[src/arcade_pkg.sv]
package arcade_pkg;

	// ================================================
	// Common data widths
	// ================================================
	typedef logic [7:0]  byte_t;
	typedef logic [15:0] sample_t;
	typedef logic [24:0] dl_addr_t;
	typedef logic [7:0]  dl_index_t;

	// ================================================
	// Download targets
	// ================================================
	localparam dl_index_t DL_IDX_ROM  = 8'd0;
	localparam dl_index_t DL_IDX_MODE = 8'd1;
	localparam dl_index_t DL_IDX_DIP  = 8'd254;

	// Number of DIP switch bytes
	localparam int DIP_COUNT = 8;

	// Selected game as decoded from the mode byte
	// Code 2 and every unknown code fall to GAME_NONE
	typedef enum logic [1:0] {
		GAME_BAR    = 2'd0,
		GAME_LUMBER = 2'd1,
		GAME_NONE   = 2'd2,
		GAME_BAND   = 2'd3
	} game_t;

	// ================================================
	// Joystick word bit positions
	// ================================================
	localparam int JOY_RIGHT  = 0;
	localparam int JOY_LEFT   = 1;
	localparam int JOY_DOWN   = 2;
	localparam int JOY_UP     = 3;
	localparam int JOY_FIRE_A = 4;
	localparam int JOY_FIRE_B = 5;
	localparam int JOY_START  = 10;
	localparam int JOY_COIN   = 12;

endpackage

[src/dip_bank.sv]
`timescale 1ns/100ps

module dip_bank import arcade_pkg::*; (
	input  logic       clk_sys,
	input  logic       reset,
	input  logic       we,
	input  logic [2:0] sel,
	input  byte_t      wdata,
	output byte_t      dip0,
	output logic       service
);

	byte_t sw [DIP_COUNT];

	// Switches read as open (all ones) until downloaded
	always_ff @(posedge clk_sys) begin
		if (reset) begin
			for (int i = 0; i < DIP_COUNT; i++)
				sw[i] <= '1;
		end else if (we) begin
			sw[sel] <= wdata;
		end
	end

	assign dip0    = sw[0];
	assign service = sw[1][0];

endmodule

[config.mk]
export PLATFORM = sky130hd
export DESIGN_NAME = dip_bank
export DESIGN_NICKNAME = d
export VERILOG_FILES = /design/src/arcade_pkg.sv /design/src/dip_bank.sv
export SDC_FILE = /design/constraint.sdc
export NUM_CORES = 1
export LEC_CHECK = 0
export BUFFER_PORTS_ARGS = -buffer_cell sky130_fd_sc_hd__buf_2
export CAP_MARGIN = 20
export CORE_AREA = 2 2 39 41
export CTS_CLUSTER_SIZE = 20
export DETAILED_ROUTE_END_ITERATION = 12
export DIE_AREA = 0 0 41 43
export GPL_TIMING_DRIVEN = 0
export SYNTH_ARGS = -nofsm -noshare
export SYNTH_HDL_FRONTEND = slang
export SYNTH_SLANG_ARGS = --single-unit
export TNS_END_PERCENT = 10
[constraint.sdc]
create_clock -name clk_sys -period 2 [get_ports clk_sys]
set_clock_uncertainty 0.1 [all_clocks]
set_input_delay 0.3 -clock clk_sys [delete_from_list [all_inputs] [get_ports clk_sys]]
set_output_delay 0.3 -clock clk_sys [all_outputs]
set_load 0.05 [all_outputs]
Word-level counts from Yosys, hierarchy flattened
Memory sizes are Yosys's and may differ from the RTL's.
Index checks and enable logic that the tools add are counted.
- register bits after elaboration: 0
- latch bits: 0
- bits in writable memories: 64
- memory bits (read-only): 0
- input bits: 14
- output and inout bits: 9
- word-level logic and storage cells: 10
- memories: 1
- memory list (name ; depth ; width ; rd ports ; clocked after Yosys merged registers in ; wr ports ; RTL line ; RTL):
    sw ; 8 ; 8 ; 2 ; 0 ; 8 ; dip_bank.sv:13 ; byte_t sw [DIP_COUNT];
- add/subtract/negate cells: 0
- multiply operators: 0
- divide/modulo/power cells: 0
- order comparisons: 0
- equal/unequal tests: 0
- shift-type cells: 0
- multiplexer cells: 8
- bitwise gates (word level): 0
- reduce and logical (&&, ||, !) cells: 1
- operators by type and width (cell ; number):
    two-way mux 8 bit ; 1
    OR reduction 8 bit ; 1
    two-way mux 1 bit ; 6
    two-way mux 3 bit ; 1

Longest topological paths before layout
- word-level depth: 5
- mapped depth: 3

Worst setup path after synthesis
No wires, ideal clock.
- kind: input -> register
- from: in sel[2]
- to: mem sw[0][0] (netlist bit), data pin
- setup time: 0.266 ns
- arrival: 1.230 ns
- required time: 1.634 ns
- slack: 0.405 ns
- stages on the path: 3
- path through: or4b_1 buf_2 or3_1
- RTL lines (item ; RTL line ; RTL):
    start: declaration ; dip_bank.sv:7 ; input logic [2:0] sel,
    end: declaration ; dip_bank.sv:13 ;

==> results.toml <==
[cells_and_area]
layout_common_cells = "buf_2 (23), or3_1 (9), edfxtp_1 (9)"
fin_cells = 66
fin_nets = 65
syn_to_final_growth_pct = 42.7
drive_gt1_share_pct = 56.0
diodes = 0
final_common_cell = "buf_2"
top_regs = "sw (9)"
largest-register = "sw"
largest_reg_flops = 9

[clock_network]
postCtsSetupBuffers = 0
clockBufferDepth = 2
root_buffer = "clkbuf_4"
ctsHoldBuffers = 0
cts-resized-gates = 0
cts_buffers = 3
htreeDepth = 1
cts_tree = "done"
path_clk_slew_ps = 60
clock-sinks = 9

[critical_path]
slowest_stage = "or4b_1"
crit_path_max_fanout = 9
max_stage_delay_ps = 490
cp_cell_sequence = "buf_2 > or4b_1 > buf_2 > or3_1"
cp.arrival_ps = 1370
crit_top_cell = "buf_2"
crit_type = "input port to register"
end_kind = "register"
crit_path_start_kind = "input port"
required_ps = 1900

[global_routing]
overflow = 0
grt_max_degree = 11
antenna_found_initial = 0
grt_pass1_vias = 256
grt_usage_pct = 8.98
grt_pass1_wl_um = 986

[sta]
relSlewSlack_pct = 82.9
setup_viol = 0
rsz0062_at_grt = "false"
tightest_slew_ps = 258
fin_crit_ps = 1470
finalHoldViolCount = 0
slew_violations = 0
fin_ws_ps = 529
finalCritPeriodShare_pct = 73.5
max_freq_mhz = 680
fin_tns_setup_ps = 0

[synth]
synth_nets = 38
yosysSeqAreaShare_pct = 73.7
synth.distinct_cells = 7
synth_area_um2 = 367
postSynthAreaPerCell_um2 = 15.3
synth.top_cells.by_area = "edfxtp_1 (74%), or3_1 (15%), a31o_2 (4.8%)"
synth_seq_cells = 9
synth_area_leader_cell = "edfxtp_1"
syn_inst = 24
netlist.area_leader.share_pct = 73.7
yosys_warnings = 0

[drt]
ant_nets = 0
drc = 0
vias = 303
avgViaCountPerCell = 4.59
wl_per_cell_um = 10.4
wl_um = 689
drt_pass1_iterations = 2
drt_iter0_drc = 1

[power]
pwr-share-clk_pct = 31.4
powerDensity_nw_per_um2 = 848
pwr-share-comb_pct = 18.5
power.net_switching_uw = 126
p_leak_nw = 0.214
vdd_ir_drop_max_mv = 0.285
switching_share_pct = 28.3
p_seq_share_pct = 50.1
power.internal_uw = 318

[die]
rows = 14
start_util_pct = 26.5
die_y_um = 43
die_width_um = 41
die-area_um2 = 1760
core_um2 = 1380
io-pin-count = 23

[run]
drv_cap = 0

[place]
port_buffers = 22
gp_congestion = 0.624
place_ws_ps = 251
dp_cells = 62

[hold_path]
hp-class = "input port to register"

[run_status]
status = "finished clean"
[critical path: cells and delay by family]
family	cells	cell delay, ps
buf+inv	2	270
simple gates	2	800
[cells in the mapped netlist]
library cell and number:
or4b_1 1, or3_1 9, buf_2 1, inv_1 1, edfxtp_1 9, nor2_1 1
a31o_2 2
[power by group through the flow]
stage	registers, mW	logic (mW)	clock network [mW]
after floorplan	0.272	0.00894	0
after global placement	0.227	0.0818	0
after detailed placement	0.226	0.0825	0
after CTS	0.223	0.0828	0.141
after global routing	0.223	0.0870	0.152
final	0.222	0.0821	0.139
[cell type report]
class	instances	area (um2)
Fill cell	150	861
Sequential cell	9	270
Timing Repair Buffer	22	110
Multi-Input combinational cell	13	87.6
Clock buffer	4	26.3
Tap cell	16	20.0
Buffer	1	5.00
Inverter	1	3.75
[layer usage]
layer	vias up	global-route usage [%]	wire, um
li1	146	-	-
met1	137	9.83	269
met2	20	12.2	324
met3	0	5.76	95
met4	0	6.00	0
met5	-	0	0
[cell families (layout without fill, tap and decap cells)]
logic type,Yosys count,in the layout,share of synthesized area (%)
AO/OA/AOI/OAI,2,2,4.78
AND/OR/NAND/NOR,11,11,19.1
buffers and inverters,2,28,2.39
flip-flops,9,9,73.7
[path summary, 6_finish.rpt]
path / from / endpoint / slack, ps / cells after the start
max: sel[2] / sw[0][5] / 530 / 4
min: wdata[7] / sw[0][7] / 200 / 2
[per-stage QoR]
step                util [%]  hold slack (ps)  power [mW]  instance area, um2
CTS                     37.8              199       0.446                 523
finish                  37.8              199       0.444                 523
floorplan                  -              378       0.281                 367
global placement        35.9              465       0.308                 497
detailed placement      35.9              461       0.309                 497
global route            37.8              200       0.462                 523
(Power assumes the default switching activity.)
