[src/arcade_pkg.sv]
package arcade_pkg;

	// ================================================
	// Common data widths
	// ================================================
	typedef logic [7:0]  byte_t;
	typedef logic [15:0] sample_t;
	typedef logic [24:0] dl_addr_t;
	typedef logic [7:0]  dl_index_t;

	// ================================================
	// Download targets
	// ================================================
	localparam dl_index_t DL_IDX_ROM  = 8'd0;
	localparam dl_index_t DL_IDX_MODE = 8'd1;
	localparam dl_index_t DL_IDX_DIP  = 8'd254;

	// Number of DIP switch bytes
	localparam int DIP_COUNT = 8;

	// Selected game as decoded from the mode byte
	// Code 2 and every unknown code fall to GAME_NONE
	typedef enum logic [1:0] {
		GAME_BAR    = 2'd0,
		GAME_LUMBER = 2'd1,
		GAME_NONE   = 2'd2,
		GAME_BAND   = 2'd3
	} game_t;

	// ================================================
	// Joystick word bit positions
	// ================================================
	localparam int JOY_RIGHT  = 0;
	localparam int JOY_LEFT   = 1;
	localparam int JOY_DOWN   = 2;
	localparam int JOY_UP     = 3;
	localparam int JOY_FIRE_A = 4;
	localparam int JOY_FIRE_B = 5;
	localparam int JOY_START  = 10;
	localparam int JOY_COIN   = 12;

endpackage

[src/download_ctrl.sv]
`timescale 1ns/100ps

module download_ctrl import arcade_pkg::*; #(
	parameter int ROM_AW     = 16,
	parameter int RESET_HOLD = 65535
) (
	input  logic              clk_sys,
	input  logic              reset,
	input  logic              dl_active,
	input  logic              dl_valid,
	input  dl_index_t         dl_index,
	input  dl_addr_t          dl_addr,
	input  byte_t             dl_data,
	output logic              dl_ready,
	output logic              rom_we,
	output logic [ROM_AW-1:0] rom_waddr,
	output byte_t             rom_wdata,
	output logic              dip_we,
	output logic [2:0]        dip_sel,
	output byte_t             dip_wdata,
	output game_t             game,
	output logic              rom_loaded,
	output logic              core_reset
);

	localparam int HOLD_W = (RESET_HOLD > 0) ? $clog2(RESET_HOLD + 1) : 1;

	logic              xfer;
	logic              rom_in_range;
	logic              dip_in_range;
	logic              rom_download;
	logic              reset_cause;
	logic              dl_active_d;
	logic              last_was_rom;
	logic [HOLD_W-1:0] hold_cnt;

	function automatic game_t decode_game(byte_t code);
		case (code)
			8'd0:    return GAME_BAR;
			8'd1:    return GAME_LUMBER;
			8'd3:    return GAME_BAND;
			default: return GAME_NONE;
		endcase
	endfunction

	// ================================================
	// Target decode
	// ================================================
	assign xfer         = dl_valid && dl_ready;
	assign rom_in_range = (dl_addr[$bits(dl_addr_t)-1:ROM_AW] == '0);
	assign dip_in_range = (dl_addr < dl_addr_t'(DIP_COUNT));

	// Bytes past the ROM end are dropped
	assign rom_we    = xfer && (dl_index == DL_IDX_ROM) && rom_in_range;
	assign rom_waddr = dl_addr[ROM_AW-1:0];
	assign rom_wdata = dl_data;

	assign dip_we    = xfer && (dl_index == DL_IDX_DIP) && dip_in_range;
	assign dip_sel   = dl_addr[2:0];
	assign dip_wdata = dl_data;

	// Game mode latch and end-of-download tracking
	always_ff @(posedge clk_sys) begin
		if (reset) begin
			dl_ready     <= 1'b0;
			game         <= GAME_BAR;
			dl_active_d  <= 1'b0;
			last_was_rom <= 1'b0;
			rom_loaded   <= 1'b0;
		end else begin
			dl_ready    <= 1'b1;
			dl_active_d <= dl_active;
			if (dl_active)
				last_was_rom <= (dl_index == DL_IDX_ROM);
			if (dl_active_d && !dl_active && last_was_rom)
				rom_loaded <= 1'b1;
			if (xfer && (dl_index == DL_IDX_MODE))
				game <= decode_game(dl_data);
		end
	end

	// ================================================
	// Core reset with hold time
	// ================================================
	assign rom_download = dl_active && (dl_index == DL_IDX_ROM);
	assign reset_cause  = reset || rom_download || !rom_loaded;

	// Hold counter reloads while any cause is present
	always_ff @(posedge clk_sys) begin
		if (reset_cause)
			hold_cnt <= HOLD_W'(RESET_HOLD);
		else if (hold_cnt != '0)
			hold_cnt <= hold_cnt - 1'b1;
		core_reset <= reset_cause || (hold_cnt != '0);
	end

	a_we_exclusive: assert property (@(posedge clk_sys) !(rom_we && dip_we));

	// Core stays in reset until a ROM image has been loaded
	a_reset_until_loaded: assert property (@(posedge clk_sys) disable iff (reset)
		!rom_loaded |-> core_reset);

endmodule

[config.mk]
export PLATFORM = sky130hd
export DESIGN_NAME = download_ctrl
export DESIGN_NICKNAME = d
export VERILOG_FILES = /design/src/arcade_pkg.sv /design/src/download_ctrl.sv
export SDC_FILE = /design/constraint.sdc
export NUM_CORES = 1
export LEC_CHECK = 0
export BUFFER_PORTS_ARGS = -buffer_cell sky130_fd_sc_hd__buf_2
export CELL_PAD_IN_SITES_DETAIL_PLACEMENT = 0
export CELL_PAD_IN_SITES_GLOBAL_PLACEMENT = 1
export CORE_ASPECT_RATIO = 1.4
export CORE_UTILIZATION = 32
export CTS_CLUSTER_DIAMETER = 150
export DETAILED_ROUTE_END_ITERATION = 8
export PLACE_DENSITY = 0.95
export SLEW_MARGIN = 20
export SYNTH_ARGS = -nofsm -noshare
export SYNTH_HDL_FRONTEND = slang
export SYNTH_SLANG_ARGS = --single-unit
[constraint.sdc]
create_clock -name clk_sys -period 4.4 [get_ports clk_sys]
set_input_delay 0.66 -clock clk_sys [delete_from_list [all_inputs] [get_ports clk_sys]]
set_output_delay 0.66 -clock clk_sys [all_outputs]
set_load 0.1 [all_outputs]
---- Yosys cells after proc, flatten, opt, wreduce, memory -nomap -nowiden ----
Cells that the tools add are included.
operators by class
  add/subtract/negate cells ............... 1
  $lt $le $gt $ge ......................... 1
  equality and inequality tests ........... 4
  multiplexer cells ....................... 2
  reductions and logical operators ........ 18
operators with widths
  kind                   count
  $lt 25x4->1 const B    1
  $eq 8x1->1 const B     2
  $logic_not 8->1        2
  $reduce_bool 16->1     1
  $sub 16x1->16 const B  1
  $logic_and 1x1->1      9
  $logic_not 9->1        1
  $eq 8x2->1 const B     1
  $eq 8x8->1 const B     1
  $pmux 2 s3             1
  $logic_or 1x1->1       3
  $logic_not 1->1        2
  $mux 1                 1
storage, ports and cells
  register bits ........................... 23
  bits of input ports ..................... 45
  logic and storage cells ................. 33

---- Longest topological paths before layout ----
  depth in word-level cells ............... 5
  gate-level depth with buffers ........... 7
  mapped depth without buffers ............ 6

---- Worst setup path after synthesis ----
Ideal clock, no wire load.
  path kind ............................... register to output
  start ................................... reg dl_ready
  end ..................................... out dip_we
  data arrival time ....................... 4.243 ns
  required time ........................... 3.740 ns
  path slack .............................. -0.503 ns
  stages on the path, launching flop included .. 5
  cells stage by stage .................... dfxtp_1 > nand2_1 > nor3_1 > nand3_1 > nor4_1
on the way
  cells in the longest elaborated chain, start to end .. 3
RTL lines
  what                             RTL line             source
  start, declared                  download_ctrl.sv:14  output logic dl_ready,
  start signal, assigned           download_ctrl.sv:65  dl_ready <= 1'b0;
  start signal, assigned           download_ctrl.sv:71  dl_ready <= 1'b1;
  $logic_and 1x1->1                download_ctrl.sv:49  assign xfer = dl_valid && dl_ready;
  $logic_and 1x1->1 (2 in series)  download_ctrl.sv:58  assign dip_we = xfer && (dl_index == DL_IDX_DIP) && dip_in_range;
  end, declared                    download_ctrl.sv:18  output logic dip_we,
Every way passes these cells.

---- Worst setup path after layout ----
  start ................................... in dl_index[1]
  end ..................................... out rom_we
on the way
  cells in the longest elaborated chain, start to end .. 3
RTL lines
  what                             RTL line             source
  start, declared                  download_ctrl.sv:11  input dl_index_t dl_index,
  $logic_not 8->1                  download_ctrl.sv:54  assign rom_we = xfer && (dl_index == DL_IDX_ROM) && rom_in_range;
  $logic_and 1x1->1 (2 in series)  download_ctrl.sv:54
  end, declared                    download_ctrl.sv:15  output logic rom_we,
Every way passes these cells.

==> run metrics <==
status finished clean; Final Hold Viols 0; Rel. slew slack 49.5%; Worst Tran Pin Value 0.757 ns; Yosys top cell area share 32.3%; Cell Area, Synth 0.00142 mm^2; Worst setup SP type input port; Max Cap Violations 0; antenna violations before repair 0; drt first-iter violations 20; # diodes 0; leak pwr 0.723 nW; final-stage net count 258; Remaining DRCs 0; CTS clock-pin slew for the worst setup and hold paths 0.08 ns; Synth area leaders dfxtp_1, buf_4, nand3_1; post-CTS sizing 0; worst reg2reg path depth 6; die width 58.4 um; unrepaired setup endpoints after global routing no; clk sinks 23; pwr dens 293 mW/mm^2; min-delay src game[0]; Yosys reg bits 23; GRT Total Usage 11.8%; GPL Wtd Cong 0.737; hold depth 2; HP Class reg -> reg; routed vias/inst 4.90; setup violators final 0; HPWL after DPL 2380 um; peak supply drop 132 uV; EDFF count, synth 0; Synth area leader dfxtp_1; synthesized instance count 166; FP Rows 28; main flop type after synthesis dfxtp_1; Crit Path Max Fanout 5; cell types with the highest counts after synthesis buf_4, dfxtp_1, nand2_1; asr flop ratio synth 0%; CTS tree done; net count after synthesis 213; data required time of the worst path 3.74 ns; global-route wire length before repair 4470 um; vias in the first global route 1060; post-synthesis sequential area ratio 32.3%; minimum clock period 2.68 ns; crit end category primary output; Syn Area/Cell 8.58 um^2; Layout fillers 451; Worst Clk Skew 0.00216 ns; Setup TNS 0 ns; origin of the critical flop-to-flop path hold_cnt[0]; FMAX 0.373 GHz; Unique masters post-synth 41; Antenna Nets Post-Route 0; Max Root-Sink Buffers 2; vias post-DR 1322; crit share post-route 61.0%; Root Buffer clkbuf_8; Starting Density 33.6%; share of cells above drive strength 1 44.3%; Die ar. 0.00472 mm^2; Setup CP Type in -> out; CTS buffer count 3; R2R Path End hold_cnt[10]; pin count of the biggest net entering global routing 18; Skew-Pair Late Insertion Delay 0.27 ns; first drt pass iteration count 4; drt total wl 2970 um; routed wire length per instance 11.0 um; H-tree Lvls 1; Slew Limit Fails 0; Worst Setup Slack, final 1.72 ns; WP data arrival 2.02 ns; Ys Warns 0; pre-CTS setup slack 1.81 ns; Synth-to-Final Area Change 17.8%; GRT overflow 0; Die Height 80.9 um; R2R setup slack 2.46 ns; most common cell in the netlist buf_4; hold_buf cts 0; # port buffers 77; postcts setup bufs 0; total core area 0.00424 mm^2; Hold Path End game[0]; Ports 87
-- cells in the final DEF (no fill, tap or decap), drive strengths merged, types with 2 or more instances in the layout --
cell type,count
or3,4
nand2b,2
buf,77
dfxtp,23
nand4,3
ha,2
or2,2
nor4,10
clkbuf,3
nand2,12
o211ai,6
nand3,9
nor2b,2
nor2,8
or4,4
nand4b,2
nor3,5
a31oi,2
o21ai,6
inv,7
nor4b,2
o31ai,4
o311ai,2
-- critical path, stage by stage --
cell and delay, ns:
buf_2 0.10, nor3_1 0.59, nand2_1 0.12, nor2_1 0.11, buf_2 0.43
-- routing by layer --
metal  wire length [um]  track usage, %  share of wire, %  vias to the layer above
li1                   -               -                 -                      664
met1               1270            13.8                43                      603
met2               1500            21.7                51                       50
met3                171            2.07               5.8                        5
met4                 31            3.33               1.0                        0
met5                  0               0                 0                        -
-- state kept, by name (all words and copies together), names as in the netlist --
signal	cells
core_reset	1
dl_active_d	1
dl_ready	1
game	2
hold_cnt	16
last_was_rom	1
rom_loaded	1
-- worst max path at each step --
| stage | startpoint | endpoint | cells past startpoint |
|---|---|---|---|
| after floorplan | dl_ready | dip_we | 4 |
| after global placement | dl_index[1] | rom_we | 5 |
| after detailed placement | dl_addr[13] | dip_we | 5 |
| after CTS | dl_addr[13] | dip_we | 5 |
| after global routing | dl_index[1] | rom_we | 5 |
| final | dl_index[1] | rom_we | 5 |
-- power breakdown --
group / internal [W] / leakage, nW / switching [W]
Sequential: 0.000209 / 0.187 / 0.000000384
Clock: 0.0000633 / 0.0255 / 0.0000683
Combinational: 0.0000250 / 0.511 / 0.000125
Total: 0.000297 / 0.723 / 0.000194
-- final cells by class --
type                       instances  area [um^2]  area share (%)
inverter                           7         26.3            1.57
timing repair buffer              77          385            23.0
clock inverter                     1         5.00           0.299
clock buffer                       3         41.3            2.46
tap                               60         75.1            4.48
sequential                        23          460            27.5
multi-input combinational         99          683            40.7
-- cell families (layout without fill, tap and decap cells) --
logic type | after synthesis | count (layout) | share of synthesized area, %
flops | 23 | 23 | 32.3
xor+xnor | 1 | 1 | 0.615
simple gates | 70 | 70 | 31.0
buf+inv | 44 | 88 | 20.9
compound gates | 26 | 26 | 13.4
fa+ha+maj | 2 | 2 | 1.76
-- metrics by stage --
stage	instances	hold WS [ns]	util [%]	total power (W)	area, um^2
after floorplan	166	0.451	-	0.000373	1430
after global placement	266	0.437	38.2	0.000363	1620
after detailed placement	266	0.448	38.2	0.000364	1620
after CTS	270	0.461	39.3	0.000495	1670
after global routing	270	0.485	39.6	0.000505	1680
final	270	0.455	39.6	0.000491	1680
(Power assumes the default switching activity.)
