[src/arcade_pkg.sv]
package arcade_pkg;

	// ================================================
	// Common data widths
	// ================================================
	typedef logic [7:0]  byte_t;
	typedef logic [15:0] sample_t;
	typedef logic [24:0] dl_addr_t;
	typedef logic [7:0]  dl_index_t;

	// ================================================
	// Download targets
	// ================================================
	localparam dl_index_t DL_IDX_ROM  = 8'd0;
	localparam dl_index_t DL_IDX_MODE = 8'd1;
	localparam dl_index_t DL_IDX_DIP  = 8'd254;

	// Number of DIP switch bytes
	localparam int DIP_COUNT = 8;

	// Selected game as decoded from the mode byte
	// Code 2 and every unknown code fall to GAME_NONE
	typedef enum logic [1:0] {
		GAME_BAR    = 2'd0,
		GAME_LUMBER = 2'd1,
		GAME_NONE   = 2'd2,
		GAME_BAND   = 2'd3
	} game_t;

	// ================================================
	// Joystick word bit positions
	// ================================================
	localparam int JOY_RIGHT  = 0;
	localparam int JOY_LEFT   = 1;
	localparam int JOY_DOWN   = 2;
	localparam int JOY_UP     = 3;
	localparam int JOY_FIRE_A = 4;
	localparam int JOY_FIRE_B = 5;
	localparam int JOY_START  = 10;
	localparam int JOY_COIN   = 12;

endpackage

[src/audio_mixer.sv]
`timescale 1ns/100ps

module audio_mixer import arcade_pkg::*; (
	input  logic    clk_sys,
	input  logic    reset,
	input  game_t   game,
	input  logic    aud_valid_in,
	input  sample_t core_l,
	input  sample_t core_r,
	input  sample_t wave,
	output logic    aud_valid_out,
	output sample_t aud_l,
	output sample_t aud_r,
	output logic    aud_signed
);

	logic band;

	// Half the wave sample plus the unsigned core sample clamped to 16 bits signed
	function automatic sample_t mix_sat(sample_t core, sample_t wav);
		logic signed [17:0] half_wave;
		logic signed [17:0] sum;
		half_wave = {{3{wav[15]}}, wav[15:1]};
		sum       = half_wave + $signed({2'b00, core});
		if (sum > 18'sd32767)
			return 16'h7fff;
		else if (sum < -18'sd32768)
			return 16'h8000;
		else
			return sum[15:0];
	endfunction

	assign band = (game == GAME_BAND);

	always_ff @(posedge clk_sys) begin
		if (reset)
			aud_valid_out <= 1'b0;
		else
			aud_valid_out <= aud_valid_in;
	end

	// Sample registers load on every valid input even back to back
	always_ff @(posedge clk_sys) begin
		if (aud_valid_in) begin
			aud_l      <= band ? mix_sat(core_l, wave) : core_l;
			aud_r      <= band ? mix_sat(core_r, wave) : core_r;
			aud_signed <= band;
		end
	end

	a_no_valid_after_reset: assert property (@(posedge clk_sys) reset |=> !aud_valid_out);

endmodule

[config.mk]
export PLATFORM = sky130hd
export DESIGN_NAME = audio_mixer
export DESIGN_NICKNAME = d
export VERILOG_FILES = /design/src/arcade_pkg.sv /design/src/audio_mixer.sv
export SDC_FILE = /design/constraint.sdc
export NUM_CORES = 1
export LEC_CHECK = 0
export BUFFER_PORTS_ARGS = -buffer_cell sky130_fd_sc_hd__buf_2
export CAP_MARGIN = 10
export CORE_ASPECT_RATIO = 1.2
export CORE_UTILIZATION = 45
export CTS_BUF_LIST = sky130_fd_sc_hd__clkbuf_16
export DETAILED_ROUTE_END_ITERATION = 16
export PLACE_DENSITY = 0.74
export SLEW_MARGIN = 20
export SYNTH_ARGS = -nofsm -noshare
export SYNTH_HDL_FRONTEND = slang
export SYNTH_SLANG_ARGS = --single-unit
[constraint.sdc]
create_clock -name clk_sys -period 7.9 [get_ports clk_sys]
set_input_delay 1.185 -clock clk_sys [delete_from_list [all_inputs] [get_ports clk_sys]]
set_output_delay 1.185 -clock clk_sys [all_outputs]
set_load 0.05 [all_outputs]
After elaboration in Yosys (flattened, before gate mapping)
Index checks and enable logic that the tools add are counted.

Flip-flop bits (word level): 34. Bits in latches: 0. RAM bits: 0. Bits in read-only memories: 0. Input bits: 53. Output and inout bits: 34. Memories: 0.

$add $sub $neg: 2. Multipliers: 0. Divide/modulo/power cells: 0. Magnitude comparators: 4. Eq/ne operators: 1. Shifts and indexed selects: 0. Mux-type cells: 6. Bitwise gates (word level): 0. Reduce and logical (&&, ||, !) cells: 0.

Operator list (number): two-way mux 16 bit (6); adder 15 x 17 -> 18 bit (2); greater-than comparator 18 x 16 -> 1 bit (second input constant) (2); < comparator 18 x 16 -> 1 bit (second input constant) (2); == test 2 bit (second input constant) (1).

Logic depth before layout (Yosys ltp)
Gate-level depths: netlist of the first run.

Word-level depth: 5. Gate-level depth with buffers: 12. Gate-level depth less buffers: 11.

Worst setup path before layout of the first run
No wires, ideal clock.

Kind: input to register. Start point: input core_r[12]. End point: register aud_r[10] (data pin). Library setup time: 255 ps. Data arrival time: 3247 ps. Slack: 4398 ps. Stages on the path: 11. Buffers on the path: 2. Cell sequence: ha_1 buf_6 a21o_1 a31oi_4 a21oi_2 or4_4 xnor2_4 a21oi_2 nand2b_4 buf_6 o21ai_2.

Cells in the longest elaborated chain, start to end: 5.

RTL lines: start, declared (line audio_mixer.sv:9) `input sample_t core_r,`; adder 15 x 17 -> 18 bit * (line audio_mixer.sv:24) `sum = half_wave + $signed({2'b00, core});`; < comparator 18 x 16 -> 1 bit (line audio_mixer.sv:27) `else if (sum < -18'sd32768)`; two-way mux 16 bit (line audio_mixer.sv:27); two-way mux 16 bit * (line audio_mixer.sv:25) `if (sum > 18'sd32767)`; two-way mux 16 bit * (line audio_mixer.sv:46) `aud_r <= band ? mix_sat(core_r, wave) : core_r;`; end signal, assigned (line audio_mixer.sv:46); end, declared (line audio_mixer.sv:13) `output sample_t aud_r,`.

Every way passes the cells marked *; elsewhere a longest branch is shown, timed or not. A chain may end at the register's enable or synchronous reset.

Final worst setup path of the first run
Start point: input wave[1]. End point: register aud_l[13] (data pin).

Cells in the longest elaborated chain, start to end: 5.

RTL lines: start, declared (line audio_mixer.sv:10) `input sample_t wave,`; adder 15 x 17 -> 18 bit * (line audio_mixer.sv:24); < comparator 18 x 16 -> 1 bit (line audio_mixer.sv:27); two-way mux 16 bit (line audio_mixer.sv:27); two-way mux 16 bit * (line audio_mixer.sv:25); two-way mux 16 bit * (line audio_mixer.sv:45) `aud_l <= band ? mix_sat(core_l, wave) : core_l;`; end signal, assigned (line audio_mixer.sv:45); end, declared (line audio_mixer.sv:12) `output sample_t aud_l,`.

Marks and branches as above.

==> flow_metrics.env, run 1 <==
export IMPL_yosysSeqAreaShare_pct=28.9
export IMPL_die_area_mm2=0.00813
export IMPL_wirelength_mm=9.09
export IMPL_rsz0062_at_grt="no"
export IMPL_clockRootBuffer="clkbuf_16"
export IMPL_die_x_um=82.5
export IMPL_wl_per_cell_um=15.6
export IMPL_tritoncts="built"
export IMPL_synth_compound_area_share_pct=27.8
export IMPL_dp_hpwl_mm=7.10
export IMPL_hold_violations=0
export IMPL_crit_type="in -> reg"
export IMPL_yosys_area_share_simple_pct=18.8
export IMPL_fin_crit_ns=3.87
export IMPL_row_count=34
export IMPL_tns_ns=0
export IMPL_cts_setup_buffers=0
export IMPL_num_vias=3345
export IMPL_cp_end_kind="flop"
export IMPL_antenna_found_initial=0
export IMPL_synth_top_family_by_area="compound AO/OA/AOI/OAI gates"
export IMPL_max_freq_mhz=258
export IMPL_syn_nets=502
export IMPL_setup_violations=0
export IMPL_nets=582
export IMPL_min_path_type="in -> reg"
export IMPL_relSlewSlack_pct=44.9
export IMPL_drc=0
export IMPL_synthAdderAreaFrac_pct=13.3
export IMPL_worst_slack_ns=4.03
export IMPL_pwr_density_cell_mw_per_mm2=182
export IMPL_grt_max_degree=36
export IMPL_crit_required_ns=7.91
export IMPL_postCtsResizedCells=0
export IMPL_dr_first_iter_drc_count=158
export IMPL_pin_count=87
export IMPL_final_max_slew_violation_count=0
export IMPL_vdd_drop_max_mv=0.0903
export IMPL_initial_core_util_pct=47.2
export IMPL_drive_gt1_share_pct=24.1
export IMPL_yosys_area_share_xor_xnor_pct=6.80
export IMPL_gp_congestion=0.901
export IMPL_htreeDepth=2
export IMPL_yosysWarnings=0
export IMPL_syn_area_mm2=0.00350
export IMPL_yosys_most_used_dff="edfxtp_1"
export IMPL_cts_hold_buf=0
export IMPL_synth_cells=413
export IMPL_cts_sinks=34
export IMPL_synth_async_sr_flop_share_pct=0
export IMPL_numPortBuffers=85
export IMPL_fin_util_pct=55.4
export IMPL_period_share_pct=49.0
export IMPL_clkTransAtPathRegs_ns=0.05
export IMPL_start_kind="input pin"
export IMPL_antenna_left=0
export IMPL_area_growth_pct=17.3
export IMPL_grt_pass1_wl_mm=15.0
export IMPL_post_place_ws_ns=3.74
export IMPL_run_status="completed"
export IMPL_cts_buffers=5
export IMPL_clockBufferDepth=2
export IMPL_grt_pass1_vias=3327
export IMPL_critPathMaxFanout=13
export IMPL_drt_first_pass_iters=5
export IMPL_synth_area_mux_share_pct=0.286
export IMPL_antenna_cells=0
export IMPL_cap_violations=0
export IMPL_cellLeakagePower_nw=1.82
export IMPL_ys_types=57
export IMPL_viasPerCell=5.73
export IMPL_synth_edff_count=33
export IMPL_worstMarginPinSlew_ns=0.805
export IMPL_postSynthAreaPerCell_um2=8.47
export IMPL_track_usage_pct=23.8
export IMPL_core_mm2=0.00740
export IMPL_die_h_um=98.6
export IMPL_postSynthRegisterBits=34
export IMPL_crit_arrival_ns=3.88
export IMPL_overflow=0
## cells in the mapped netlist, types with 5 or more instances
cell type,instances,area (µm²)
nand2b_1,11,68.8
o31ai_1,7,52.6
clkbuf_1,6,22.5
o21ai_1,8,40.0
o211ai_1,6,45.0
xnor2_1,21,184
nand3_1,9,45.0
nand2_1,48,180
a21oi_1,33,165
edfxtp_1,33,991
ha_1,34,425
a21o_1,10,75.1
a31oi_1,5,31.3
nor3_1,7,35.0
nor2_1,52,195
o21ai_0,27,135
inv_1,16,60.1
o21ai_2,10,87.6
## cell usage in the layout, fill, tap and decap left out, types with 10 or more instances in the layout
cell type,netlist,routed
a21o_1,10,10
a21oi_1,33,33
buf_2,3,85
edfxtp_1,33,33
ha_1,34,34
inv_1,16,17
nand2_1,48,48
nand2b_1,11,11
nor2_1,52,52
o21ai_0,27,27
o21ai_2,10,10
xnor2_1,21,21
## metrics by stage
stage               cell area, µm²  hold slack [ns]  total power, mW  instances
floorplan                     3500             1.26            0.487        413
global placement              3960             1.34            0.552        576
detailed placement            3960             1.35            0.560        576
CTS                           4100             1.06            0.745        584
global route                  4100             1.06            0.786        584
finish                        4100             1.06            0.745        584
## routing by layer
metal  vias to the layer above  GRT usage, %  routed length [µm]
li1                       1684             -                   -
met1                      1515          29.7                3930
met2                       119          40.2                4280
met3                        27          2.31                 480
met4                         0          11.3                 406
met5                         -             0                   0
## path summary, 6_finish.rpt
path | cells after the start | from | end
worst max-delay path | 11 | wave[1] | aud_l[13]
worst min-delay path | 2 | reset | aud_valid_out
## area by class of cell
class / instances / area (µm²)
Clock buffer: 5 / 125
Sequential cell: 34 / 1010
Inverter: 17 / 63.8
Clock inverter: 3 / 12.5
Tap cell: 90 / 113
Timing Repair Buffer: 86 / 433
Fill cell: 707 / 3300
Multi-Input combinational cell: 349 / 2340
## worst max-delay path: stages
cell and delay (ns):
buf_2 0.10, ha_1 0.19, inv_1 0.06, fa_1 0.38, nand2b_1 0.20, a21oi_1 0.32, o2111ai_2 0.23, a221oi_2 0.56
o21ai_1 0.10, nand2_1 0.38, o21ai_0 0.17
## kinds of logic (layout without fill, tap and decap cells)
| group | count (synthesis) | count (layout) |
|---|---|---|
| AO/OA/AOI/OAI | 141 | 141 |
| XOR/XNOR | 25 | 25 |
| adder cells (fa/ha/maj) | 36 | 36 |
| buffers and inverters | 30 | 111 |
| flip-flops | 34 | 34 |
| multiplexers | 1 | 1 |
| AND/OR/NAND/NOR | 146 | 146 |
## power breakdown
part           internal, mW  switching [mW]  leakage (nW)
sequential            0.222         0.00461         0.330
clock                 0.114          0.0723        0.0724
combinational         0.110           0.221          1.42
## flip-flops by register name, summed over array words and instances (netlist names)
signal / count
aud_signed: 1
aud_valid_out: 1
aud_l: 16
aud_r: 16
No activity file was read; power rests on OpenSTA's default activity.
==> run 2: changes to the inputs <==
ABC_AREA = 1   (was unset)
PLACE_DENSITY = 0.73   (was 0.74)
clock period = 3.62 ns   (was 7.9 ns; I/O delays follow)
==> run 2 against run 1 <==
Against the previous run: sequential cell count unchanged; sequential share of layout area decreased by 2.2 points; area after synthesis increased by 11%; critical path type unchanged; worst setup slack got worse by 3.0 ns; clock power increased by 120%; largest power group unchanged; cell area increased by 9.7%; worst hold slack got worse by 0.64 ns; critical path depth increased by 3; largest cell class unchanged; total power increased by 120%; non-clock buffer count unchanged; highest routed layer unchanged.
==> flow_metrics.env, run 2 <==
export IMPL_multi_input_area_mm2=0.00249
export IMPL_ys_top_cells_by_area="nand2_1 (26%), edfxtp_1 (26%), ha_1 (11%), inv_1 (7.4%), nand2_2 (4.4%)"
export IMPL_synth_async_sr_flop_share_pct=0
export IMPL_pwr_density_cell_mw_per_mm2=370
export IMPL_place_inst=777
export IMPL_crit_top_cell="nand2_1"
export IMPL_grt_max_degree=35
export IMPL_final_common_cell="nand2_1"
export IMPL_core_mm2=0.00824
export IMPL_rsz0062_at_grt="no"
export IMPL_antenna_found_initial=0
export IMPL_final_cell_mix="nand2_1 (266), buf_2 (85), inv_1 (77)"
export IMPL_cpPeakStageDelay_ns=0.42
export IMPL_numPortBuffers=85
export IMPL_clockBufferDepth=2
export IMPL_nets=759
export IMPL_yosysMostFrequentCell="nand2_1"
export IMPL_row_count=36
export IMPL_htreeDepth=2
export IMPL_tns_ns=0
export IMPL_cts_hold_buf=0
export IMPL_die_x_um=86.7
export IMPL_dr_first_iter_drc_count=172
export IMPL_critPathMaxFanout=15
export IMPL_final_max_slew_violation_count=0
export IMPL_synth_top_area_share_pct=25.8
export IMPL_worstMarginPinSlew_ns=0.991
export IMPL_tritoncts="built"
export IMPL_antenna_cells=0
export IMPL_track_usage_pct=22.5
export IMPL_grt_pass1_wl_mm=16.2
export IMPL_fillers=851
export IMPL_synth_cells=587
export IMPL_synth_edff_count=33
export IMPL_seq_power_share_pct=29.6
export IMPL_drive_gt1_share_pct=20.4
export IMPL_power_switching_uw=697
export IMPL_syn_nets=676
export IMPL_fin_crit_ns=2.64
export IMPL_viasPerCell=4.85
export IMPL_pwr_share_clk_pct=25.0
export IMPL_relSlewSlack_pct=33.9
export IMPL_power_frac_comb_pct=45.4
export IMPL_drt_first_pass_iters=4
export IMPL_cellInternalPower_uw=968
export IMPL_critPathSlowestCell="fa_1"
export IMPL_syn_area_mm2=0.00387
export IMPL_die_h_um=104
export IMPL_yosysWarnings=0
export IMPL_switching_share_pct=41.9
export IMPL_wirelength_mm=9.69
export IMPL_clockRootBuffer="clkbuf_16"
export IMPL_gp_congestion=0.902
export IMPL_grt_pass1_vias=3662
export IMPL_wl_per_cell_um=12.3
export IMPL_crit_type="in -> reg"
export IMPL_cts_sinks=34
export IMPL_cts_setup_buffers=0
export IMPL_cp_end_kind="flop"
export IMPL_initial_core_util_pct=47.0
export IMPL_antenna_left=0
export IMPL_pin_count=87
export IMPL_vdd_drop_max_mv=0.218
export IMPL_run_status="completed"
export IMPL_layout_cells_non_filler=785
export IMPL_drc=0
export IMPL_min_path_type="in -> reg"
export IMPL_seq_area_mm2=0.00101
export IMPL_synth_largest_area_cell="nand2_1"
export IMPL_postSynthRegisterBits=34
export IMPL_num_vias=3808
export IMPL_postSynthAreaPerCell_um2=6.60
export IMPL_hold_violations=0
export IMPL_yosys_most_used_dff="edfxtp_1"
export IMPL_setup_violations=0
export IMPL_dp_hpwl_mm=7.68
export IMPL_cap_violations=0
export IMPL_yosysSeqAreaShare_pct=26.1
export IMPL_ys_types=35
export IMPL_crit_required_ns=3.65
export IMPL_postCtsResizedCells=0
export IMPL_crit_chain="buf_2 -> ha_1 -> inv_1 -> fa_1 -> o21ai_2 -> nand3_1 -> nand2_2 -> nand2_1 -> nand3_1 -> nand2_4 -> o21ai_4 -> nand2_1 -> nand2_1 -> nand2_1"
export IMPL_ys_top_cells_by_count="nand2_1 (266), inv_1 (76), ha_1 (34), edfxtp_1 (33), nor2_1 (30)"
export IMPL_period_share_pct=72.8
export IMPL_overflow=0
export IMPL_max_freq_mhz=379
export IMPL_die_area_mm2=0.00898
export IMPL_area_growth_pct=16.2
export IMPL_clkTransAtPathRegs_ns=0.06
export IMPL_cts_buffers=5
export IMPL_crit_arrival_ns=2.67
export IMPL_cellLeakagePower_nw=2.56
export IMPL_start_kind="input pin"
export IMPL_reg_top3="aud_l (16), aud_r (16)"
## run 2: cell types whose count changed after synthesis, moves of 14 or more
cell     change
nand2_2     +27
o21ai_0     -21
nor2_1      -22
inv_1       +60
nand2_1    +218
xnor2_1     -14
## run 2: critical path: cells and delay by family
kind | cells | cell delay, ns
compound gates | 2 | 0.59
buf+inv | 2 | 0.17
simple gates | 8 | 0.73
fa+ha+maj | 2 | 0.63
## run 2: logic make-up (layout without fill, tap and decap cells)
| logic type | count (synthesis) | in the layout | share of synthesized area (%) |
|---|---|---|---|
| buf+inv | 87 | 171 | 9.66 |
| compound gates | 48 | 48 | 7.66 |
| xor+xnor | 20 | 20 | 4.52 |
| flops | 34 | 34 | 26.1 |
| fa+ha+maj | 36 | 36 | 12.0 |
| simple gates | 362 | 362 | 40.0 |
## run 2: power groups by stage
stage               clock (mW)  sequential, mW  combinational (mW)
finish                   0.417           0.493               0.755
global route             0.436           0.497               0.840
CTS                      0.420           0.494               0.755
floorplan                    0           0.650               0.449
detailed placement           0           0.501               0.752
global placement             0           0.500               0.741
## run 2: area by class of cell
class                      count  share of cell area (%)
multi-input combinational    466                    55.3
sequential                    34                    22.5
timing repair buffer          86                    9.62
inverter                      77                    6.42
tap                          114                    3.17
clock buffer                   5                    2.78
clock inverter                 3                   0.278
## run 2: final timing paths
check | to | depth (start not counted) | slack [ns] | start
max | aud_l[4] | 14 | 0.98 | wave[1]
min | aud_valid_out | 2 | 0.42 | reset
## run 2: stage by stage
stage               util, %  hold WS (ns)  setup WS (ns)  cell area (µm²)  power (mW)
floorplan                 -         0.614           1.15             3870        1.10
global placement       52.9         0.702          0.714             4360        1.24
detailed placement     52.9         0.712          0.693             4360        1.25
CTS                    54.6         0.426          0.970             4500        1.67
global route           54.6         0.425          0.783             4500        1.77
finish                 54.6         0.420          0.984             4500        1.67
## run 2: per-layer routing
| layer | GRT usage [%] | up-vias | share of wire, % |
|---|---|---|---|
| met4 | 11.7 | 0 | 4.6 |
| met1 | 28.8 | 1652 | 45 |
| met3 | 2.95 | 24 | 5.5 |
| met5 | 0 | - | 0 |
| li1 | - | 2005 | - |
| met2 | 36.6 | 127 | 45 |
